File: src/hw/uart_pkg.sv
package uart_pkg;

  // line timing
  localparam int unsigned clk_freq  = 50_000_000;
  localparam int unsigned baud_rate = 115_200;
  localparam int unsigned baud_div  = clk_freq / baud_rate;

  // holds a count up to baud_div - 1
  localparam int baud_cnt_w = $clog2(baud_div);

  // word sizes
  localparam int cmd_w  = 16;
  localparam int data_w = 8;

  // start + 8 data + parity + stop
  localparam int frame_bits = 11;
  localparam int bit_cnt_w  = $clog2(frame_bits);

  // byte from the command sequencer to the transmitter
  typedef struct packed {
    logic [data_w-1:0] data;
  } tx_byte_t;

  // one received frame
  typedef struct packed {
    logic [data_w-1:0] data;
    logic              parity_err;
  } rx_byte_t;

endpackage

File: src/hw/uart_baud_gen.sv
module uart_baud_gen (
  input  logic clk,
  input  logic rst_n,
  input  logic run,
  output logic bit_tick,
  output logic mid_tick
);

  import uart_pkg::*;

  logic [baud_cnt_w-1:0] cnt;

  // restarts from zero whenever run drops
  always_ff @(posedge clk or negedge rst_n) begin
    if (!rst_n) begin
      cnt <= '0;
    end else if (!run || bit_tick) begin
      cnt <= '0;
    end else begin
      cnt <= cnt + 1'b1;
    end
  end

  // last cycle of a bit period
  assign bit_tick = run && (cnt == baud_cnt_w'(baud_div - 1));

  // halfway into the bit
  assign mid_tick = run && (cnt == baud_cnt_w'(baud_div / 2 - 1));

endmodule

File: src/hw/uart_tx.sv
module uart_tx (
  input  logic               clk,
  input  logic               rst_n,
  input  logic               tx_start,
  input  uart_pkg::tx_byte_t tx_byte,
  output logic               tx,
  output logic               tx_busy,
  output logic               tx_done
);

  import uart_pkg::*;

  logic                  bit_tick;
  logic                  load;
  logic [frame_bits-2:0] shreg;
  logic [bit_cnt_w-1:0]  bit_cnt;

  // bit period runs only during a frame
  uart_baud_gen baud_gen_i (
    .clk      (clk),
    .rst_n    (rst_n),
    .run      (tx_busy),
    .bit_tick (bit_tick),
    .mid_tick ()
  );

  assign load = tx_start && !tx_busy;

  always_ff @(posedge clk or negedge rst_n) begin
    if (!rst_n) begin
      tx      <= 1'b1;
      tx_busy <= 1'b0;
      tx_done <= 1'b0;
      bit_cnt <= '0;
    end else begin
      tx_done <= 1'b0;
      if (load) begin
        // start bit goes out right away
        tx      <= 1'b0;
        tx_busy <= 1'b1;
        bit_cnt <= '0;
      end else if (tx_busy && bit_tick) begin
        if (bit_cnt == bit_cnt_w'(frame_bits - 1)) begin
          // end of stop bit
          tx      <= 1'b1;
          tx_busy <= 1'b0;
          tx_done <= 1'b1;
        end else begin
          tx      <= shreg[0];
          bit_cnt <= bit_cnt + 1'b1;
        end
      end
    end
  end

  // stop, odd parity, data lsb first; ones fill in behind
  always_ff @(posedge clk) begin
    if (load) begin
      shreg <= {1'b1, ~^tx_byte.data, tx_byte.data};
    end else if (tx_busy && bit_tick) begin
      shreg <= {1'b1, shreg[frame_bits-2:1]};
    end
  end

  // line idles high between frames
  a_idle_high : assert property (
    @(posedge clk) disable iff (!rst_n)
    !tx_busy |-> tx
  );

endmodule

File: src/hw/uart_rx.sv
module uart_rx (
  input  logic               clk,
  input  logic               rst_n,
  input  logic               rx,
  output logic               read_rdy,
  output uart_pkg::rx_byte_t read
);

  import uart_pkg::*;

  typedef enum logic [1:0] {
    st_idle,
    st_start,
    st_bits
  } state_t;

  state_t               state;
  logic [1:0]           rx_sync;
  logic                 rx_prev;
  logic                 rx_s;
  logic                 run;
  logic                 mid_tick;
  logic                 last_bit;
  logic [bit_cnt_w-1:0] bit_cnt;
  logic [data_w:0]      shreg;

  assign rx_s = rx_sync[1];
  assign run  = (state != st_idle);

  // bit period restarts at each start edge
  uart_baud_gen baud_gen_i (
    .clk      (clk),
    .rst_n    (rst_n),
    .run      (run),
    .bit_tick (),
    .mid_tick (mid_tick)
  );

  // two flops against metastability, one more for the edge
  always_ff @(posedge clk or negedge rst_n) begin
    if (!rst_n) begin
      rx_sync <= 2'b11;
      rx_prev <= 1'b1;
    end else begin
      rx_sync <= {rx_sync[0], rx};
      rx_prev <= rx_s;
    end
  end

  // stop bit comes after data and parity
  assign last_bit = (bit_cnt == bit_cnt_w'(frame_bits - 2));

  always_ff @(posedge clk or negedge rst_n) begin
    if (!rst_n) begin
      state    <= st_idle;
      bit_cnt  <= '0;
      read_rdy <= 1'b0;
    end else begin
      read_rdy <= 1'b0;
      case (state)
        st_idle: begin
          if (rx_prev && !rx_s) begin
            state <= st_start;
          end
        end
        st_start: begin
          // glitch if the line is back high at mid start bit
          if (mid_tick) begin
            bit_cnt <= '0;
            state   <= rx_s ? st_idle : st_bits;
          end
        end
        st_bits: begin
          if (mid_tick) begin
            if (last_bit) begin
              state    <= st_idle;
              read_rdy <= 1'b1;
            end else begin
              bit_cnt <= bit_cnt + 1'b1;
            end
          end
        end
        default: state <= st_idle;
      endcase
    end
  end

  // data lsb first, parity lands on top
  always_ff @(posedge clk) begin
    if (state == st_bits && mid_tick) begin
      if (last_bit) begin
        read.data       <= shreg[data_w-1:0];
        read.parity_err <= ~(^shreg) | ~rx_s;
      end else begin
        shreg <= {rx_s, shreg[data_w:1]};
      end
    end
  end

  a_rdy_pulse : assert property (
    @(posedge clk) disable iff (!rst_n)
    read_rdy |=> !read_rdy
  );

endmodule

File: src/hw/uart_cmd_ctrl.sv
module uart_cmd_ctrl (
  input  logic                      clk,
  input  logic                      rst_n,
  input  logic [uart_pkg::cmd_w-1:0] cmd_in,
  input  logic                      cmd_vld,
  output logic                      cmd_rdy,
  input  logic                      tx_done,
  output logic                      tx_start,
  output uart_pkg::tx_byte_t        tx_byte
);

  import uart_pkg::*;

  typedef enum logic [1:0] {
    st_idle,
    st_high,
    st_low
  } state_t;

  state_t           state;
  logic [cmd_w-1:0] cmd_q;
  logic             accept;

  assign cmd_rdy = (state == st_idle);
  assign accept  = cmd_vld && cmd_rdy;

  always_ff @(posedge clk or negedge rst_n) begin
    if (!rst_n) begin
      state    <= st_idle;
      tx_start <= 1'b0;
    end else begin
      tx_start <= 1'b0;
      case (state)
        st_idle: begin
          if (accept) begin
            state    <= st_high;
            tx_start <= 1'b1;
          end
        end
        st_high: begin
          // first frame out, low byte next
          if (tx_done) begin
            state    <= st_low;
            tx_start <= 1'b1;
          end
        end
        st_low: begin
          if (tx_done) begin
            state <= st_idle;
          end
        end
        default: state <= st_idle;
      endcase
    end
  end

  always_ff @(posedge clk) begin
    if (accept) begin
      cmd_q <= cmd_in;
    end
  end

  // high byte first
  assign tx_byte.data = (state == st_low) ? cmd_q[data_w-1:0] : cmd_q[cmd_w-1 -: data_w];

  a_start_busy : assert property (
    @(posedge clk) disable iff (!rst_n)
    tx_start |-> !cmd_rdy
  );

endmodule

File: src/hw/uart_bridge.sv
module uart_bridge (
  input  logic                       clk,
  input  logic                       rst_n,
  input  logic [uart_pkg::cmd_w-1:0] cmd_in,
  input  logic                       cmd_vld,
  input  logic                       rx,
  output logic                       cmd_rdy,
  output logic                       tx,
  output logic                       read_rdy,
  output uart_pkg::rx_byte_t         read
);

  import uart_pkg::*;

  logic     tx_start;
  logic     tx_done;
  tx_byte_t tx_byte;

  uart_cmd_ctrl cmd_ctrl_i (
    .clk      (clk),
    .rst_n    (rst_n),
    .cmd_in   (cmd_in),
    .cmd_vld  (cmd_vld),
    .cmd_rdy  (cmd_rdy),
    .tx_done  (tx_done),
    .tx_start (tx_start),
    .tx_byte  (tx_byte)
  );

  uart_tx tx_i (
    .clk      (clk),
    .rst_n    (rst_n),
    .tx_start (tx_start),
    .tx_byte  (tx_byte),
    .tx       (tx),
    .tx_busy  (),
    .tx_done  (tx_done)
  );

  // receive side is independent of the command path
  uart_rx rx_i (
    .clk      (clk),
    .rst_n    (rst_n),
    .rx       (rx),
    .read_rdy (read_rdy),
    .read     (read)
  );

endmodule

File: config.mk
export PLATFORM = sky130hd
export DESIGN_NAME = uart_bridge
export DESIGN_NICKNAME = d
export VERILOG_FILES = /design/src/hw/uart_pkg.sv /design/src/hw/uart_baud_gen.sv /design/src/hw/uart_tx.sv /design/src/hw/uart_rx.sv /design/src/hw/uart_cmd_ctrl.sv /design/src/hw/uart_bridge.sv
export SDC_FILE = /design/constraint.sdc
export NUM_CORES = 1
export LEC_CHECK = 0
export BUFFER_PORTS_ARGS = -buffer_cell sky130_fd_sc_hd__buf_2
export CAP_MARGIN = 15
export CORE_ASPECT_RATIO = 1.4
export CORE_MARGIN = 2
export CORE_UTILIZATION = 63
export CTS_CLUSTER_DIAMETER = 40
export CTS_CLUSTER_SIZE = 10
export DETAILED_ROUTE_END_ITERATION = 7
export PLACE_DENSITY_LB_ADDON = 0.1
export SLEW_MARGIN = 20
export SYNTH_ARGS = -nofsm -noshare
export SYNTH_HDL_FRONTEND = slang
export SYNTH_HIERARCHICAL = 1
export SYNTH_SLANG_ARGS = --single-unit
export TNS_END_PERCENT = 100
File: constraint.sdc
create_clock -name clk -period 4.05 [get_ports clk]
set_input_delay 0.81 -clock clk [delete_from_list [all_inputs] [get_ports clk]]
set_output_delay 0.81 -clock clk [all_outputs]
set_load 0.01 [all_outputs]
==> metrics.txt, run 1 <==
run status finished, final reports clean; ant diodes 0; Most Frequent Cell on Critical Path nand2_1; drt pass-1 iters 4; die span in y 94.0 um; # DRC 0; Core Region 5570 um^2; Critical Path Max Stage Delay 0.59 ns; wire length per cell 15.5 um; delay-heaviest family, CP simple AND/OR/NAND/NOR gates; most frequent cells in the layout edfxtp_1 (43), nand2_1 (38), dfrtp_1 (34); post-synthesis instance total 288; RSZ-0062 raised after global routing false; max_cap viols 0; Slew HR 0.447; clk_lat worst skew 0.35 ns; Critical Path RT 4.07 ns; Via-to-Cell Ratio 5.66; global-route wire length before repair 10100 um; postcts setup bufs 0; # H-tree levels 3; initial antenna violation count 0; slowest CP cell nor3_1; P_leak 1.62 nW; CP Buf/Inv Count 1; startpoint types flop; largest net degree at the start of global routing 39; die span in x 68.3 um; Worst Path Max Fanout 9; Antenna Nets Post-Route 0; Initial Util 0.655; CTS resizes 0; root cell of the clock tree clkbuf_8; WP data arrival 2.23 ns; peak supply drop 0.317 mV; Cell Area, Synth 3640 um^2; gpl congestion 0.795; # rows 32; I/O Buffers 31; Final Hold Fails 0; DP HPWL 4310 um; critical path capture point type flop; setup TNS 0 ns; period utilization 0.546; CTS Buffer Depth 2; Syn Area/Cell 12.7 um^2; critical path cell sequence inv_1 > ha_1 > nand4b_1 > nor3_1 > nand2_1 > nand2_1; DR iter-0 viols 128; Layout Skew 0.0139 ns; CTS Buf Count 9; total global-route track usage 0.219; design area 4060 um^2; Power per Cell Area 398 nW/um^2; final setup fails 0; Synth Warn # 6; Hold Slack 0.361 ns; vias post-DR 2251; vias in the first global route 2251; io pins 32; Total Wirelength 6150 um; commonest non-fill, non-tap cell in the layout edfxtp_1; CP Class flop to flop; share of layout cells above drive strength 1 0.221; Nets 355; Slew @ Worst Pin 0.830 ns; Die ar. 6420 um^2; TritonCTS Sinks 81; Peak Freq 0.453 GHz; CTS tree done; Final min period 2.21 ns; gr ovfl total 0; DP Area 3860 um^2; CTS clk-pin slew, worst paths 0.08 ns; CTS Hold Bufs 0; P&R area growth vs syn 11.3%; syn nets 318; fin. max-slew vios 0; Min-Delay Path Class flop to flop
[final cells by class]
class                           instances  area, um^2
Clock buffer                            9         124
Clock inverter                          7        75.1
Timing Repair Buffer                   32         163
Tap cell                               68        85.1
Inverter                               13        48.8
Sequential cell                        81        2250
Multi-Input combinational cell        188        1310
Fill cell                             371        1510
[state kept, by name (all words and copies together), names as in the netlist]
signal,cells
rx_i/bit_cnt,4
tx_i/baud_gen_i/cnt,9
rx_i/read,9
rx_i/shreg,9
tx_i/tx,1
cmd_ctrl_i/state,2
rx_i/rx_prev,1
tx_i/tx_done,1
rx_i/baud_gen_i/cnt,9
tx_i/shreg,9
rx_i/read_rdy,1
tx_i/tx_busy,1
tx_i/bit_cnt,4
cmd_ctrl_i/tx_start,1
rx_i/state,2
rx_i/rx_sync,2
cmd_ctrl_i/cmd_q,16
[routing by layer]
| layer | wire length [um] | global-route usage | up-vias |
|---|---|---|---|
| li1 | - | - | 1097 |
| met1 | 2530 | 0.266 | 1096 |
| met2 | 3310 | 0.366 | 48 |
| met3 | 189 | 0.0324 | 10 |
| met4 | 119 | 0.118 | 0 |
| met5 | 0 | 0 | - |
[power by group]
group          internal (mW)  leakage (nW)  switching [mW]
logic                 0.0448         0.653          0.0569
clock network          0.289        0.0943           0.296
registers              0.891         0.872          0.0363
total                   1.22          1.62           0.389
[final timing paths]
path / start / endpoint / slack [ns] / depth (start not counted)
worst min register to register: rx_i/rx_sync[0] / rx_i/rx_sync[1] / 0.36 / 0
worst min-delay path: rx_i/rx_sync[0] / rx_i/rx_sync[1] / 0.36 / 0
worst max register to register: tx_i/baud_gen_i/cnt[1] / tx_i/shreg[7] / 1.84 / 6
min in group asynchronous: rst_n / tx_i/baud_gen_i/cnt[8] / 0.56 / 1
max in group asynchronous: rst_n / tx_i/baud_gen_i/cnt[1] / 2.96 / 1
worst max-delay path: tx_i/baud_gen_i/cnt[1] / tx_i/shreg[7] / 1.84 / 6
[stage by stage]
stage | worst slack [ns] | power [mW] | cells | util
after floorplan | 1.92 | 1.01 | 288 | -
after CTS | 1.86 | 1.63 | 398 | 0.729
after global placement | 1.94 | 1.04 | 382 | 0.693
after global routing | 1.59 | 1.69 | 398 | 0.729
final | 1.84 | 1.61 | 398 | 0.729
after detailed placement | 1.84 | 1.05 | 382 | 0.693
Power figures use the tool's default switching activity.
==> run 2, diff against run 1 <==
--- a/config.mk
+++ b/config.mk
@@ -9,7 +9,7 @@
 export CAP_MARGIN = 15
 export CORE_ASPECT_RATIO = 1.4
 export CORE_MARGIN = 2
-export CORE_UTILIZATION = 63
+export CORE_UTILIZATION = 53
 export CTS_CLUSTER_DIAMETER = 40
 export CTS_CLUSTER_SIZE = 10
 export DETAILED_ROUTE_END_ITERATION = 7
==> constraint.sdc (replaced) <==
create_clock -name clk -period 1.8 [get_ports clk]
set_input_delay 0.36 -clock clk [delete_from_list [all_inputs] [get_ports clk]]
set_output_delay 0.36 -clock clk [all_outputs]
set_load 0.01 [all_outputs]
==> run 2 against run 1 <==
Compared with the run above: the run now ends with setup timing left; flip-flop and latch count is the same; worst hold slack lost 0.35 ns; sequential power grew 120%; via count grew 3.2%; worst setup slack lost 1.8 ns.
==> metrics.txt, run 2 (same netlist as run 1, synthesis figures left out) <==
total global-route track usage 0.182 (-0.0368); CTS Buffer Depth 2 (unchanged); root cell of the clock tree clkbuf_8; Total Wirelength 6530 um (+6.2%); Layout Skew 0.0156 ns (+0.00177 ns); gpl congestion 0.817 (+2.8%); Slew HR 0.601 (+0.154); max_cap viols 0 (unchanged); initial antenna violation count 0 (unchanged); Reg area 2250 um^2 (about the same); Peak Freq 0.554 GHz (+22%); startpoint types flop; DP HPWL 4600 um (+6.8%); # fillers 508 (+37%); overall power 3.59 mW (+120%); die span in x 74.1 um (+8.5%); global-route wire length before repair 10300 um (+1.3%); wire length per cell 14.7 um (-5.1%); Combinational Power Share 0.085 (+0.022); die span in y 102 um (+8.6%); final worst slack -0.00637 ns (-1.85 ns); most frequent cells in the layout edfxtp_1 (43), nand2_1 (36), dfrtp_1 (33); Worst Path Max Fanout 8 (-1); Antenna Nets Post-Route 0 (unchanged); Core Region 6610 um^2 (+19%); setup TNS -0.00637 ns (-0.00637 ns); Final min period 1.81 ns (-0.403 ns); CTS Buf Count 9 (unchanged); run status finished, violations left; critical path capture point type flop; Psw 0.920 mW (+140%); DR iter-0 viols 115 (-10%); drt pass-1 iters 4 (unchanged); sequential share of power 0.573 (about the same); period utilization 1.00 (+0.458); vias in the first global route 2244 (-0.31%); Critical Path Max Stage Delay 0.41 ns (-0.18 ns); CP Class flop to flop; P_leak 1.74 nW (+7.2%); share of layout cells above drive strength 1 0.306 (+0.0847); P_int 2.67 mW (+120%); vias post-DR 2323 (+3.2%); CTS Hold Bufs 0 (unchanged); Most Frequent Cell on Critical Path xnor2_1; Min-Delay Path Class primary input to asynchronous set/reset pin; CTS clk-pin slew, worst paths 0.09 ns (about the same); # H-tree levels 3 (unchanged); clk_lat worst skew 0.35 ns (about the same); Nets 378 (+6.5%); failing checks setup timing; gr ovfl total 0 (unchanged); critical path cell sequence nor2b_4 > buf_12 > mux2_4 > xor2_2 > xnor2_1 > xnor2_1 > nand2_1; CP Buf/Inv Count 1 (unchanged); CTS tree done; Power per Cell Area 828 nW/um^2 (+110%); I/O Buffers 31 (unchanged); area of the multi-input gates 1390 um^2 (+6.0%); commonest non-fill, non-tap cell in the layout edfxtp_1; final setup fails 1 (+1); sw frac 0.256 (+0.0150); dpl ws 0.00343 ns (-1.84 ns); TritonCTS Sinks 81 (unchanged); delay-heaviest family, CP XOR/XNOR gates; Largest register FFs 16 (unchanged); ant diodes 0 (unchanged); Via-to-Cell Ratio 5.22 (-7.7%); # rows 35 (+9.4%); Top reg by flops cmd_ctrl_i/cmd_q; fin. max-slew vios 0 (unchanged); Critical Path RT 1.92 ns (-2.15 ns); slowest CP cell dfrtp_1; Final Hold Fails 0 (unchanged); RSZ-0062 raised after global routing true; WP data arrival 1.92 ns (-0.31 ns); # DRC 0 (unchanged); Slew @ Worst Pin 0.599 ns (-0.231 ns); P&R area growth vs syn 19.0%; largest net degree at the start of global routing 28 (-28%); Initial Util 0.551 (-0.104); Clock power frac 0.342 (-0.021); peak supply drop 0.650 mV (+100%); io pins 32 (unchanged); Die ar. 7560 um^2 (+18%)
[run 2: worst paths after layout]
| check | startpoint | to | slack, ns | cells after the start |
|---|---|---|---|---|
| worst max-delay path | cmd_ctrl_i/state[0] | tx_i/shreg[8] | -0.006 | 7 |
| worst min-delay path | rst_n | tx_i/tx_busy | 0.008 | 1 |
| worst max register to register | cmd_ctrl_i/state[0] | tx_i/shreg[8] | -0.006 | 7 |
| worst min register to register | rx_i/rx_sync[0] | rx_i/rx_sync[1] | 0.36 | 0 |
| max in group asynchronous | rst_n | rx_i/baud_gen_i/cnt[6] | 1.24 | 2 |
| min in group clk | rx | rx_i/rx_sync[0] | 0.11 | 1 |
[run 2: stage by stage]
step                instance area, um^2  utilization  instances  hold slack [ns]
floorplan                          3670            -        288           0.0644
global placement                   4080        0.617        425            0.346
detailed placement                 4080        0.617        425            0.347
CTS                                4260        0.645        441           0.0146
global route                       4340        0.656        445           0.0497
finish                             4340        0.656        445          0.00769
[run 2: power groups by stage]
stage	logic [mW]	clock network (mW)	registers (mW)
3_3_place_gp	0.299	0	2.09
2_1_floorplan	0.166	0	2.10
5_1_grt	0.353	1.34	2.07
4_1_cts	0.311	1.27	2.06
6_report	0.306	1.23	2.06
3_5_place_dp	0.309	0	2.10
[run 2: layout make-up]
type / count / share of cell area
inverter: 13 / 0.0113
clock buffer: 9 / 0.0286
multi-input combinational: 190 / 0.321
sequential: 81 / 0.518
tap: 92 / 0.0265
clock inverter: 7 / 0.0136
timing repair buffer: 53 / 0.0805
[run 2: layer usage]
metal  up-vias  GRT usage  part of all wire
li1       1143          -                 -
met1      1119      0.218              0.42
met2        46      0.308              0.51
met3        15     0.0424             0.042
met4         0     0.0853             0.025
met5         -          0                 0
[run 2: timing repair]
| action | 4_1_cts | 5_1_grt |
|---|---|---|
| resized for setup | 0 | 11 |
| buffers inserted | 0 | 2 |
| setup endpoints to repair | 0 | 36 |
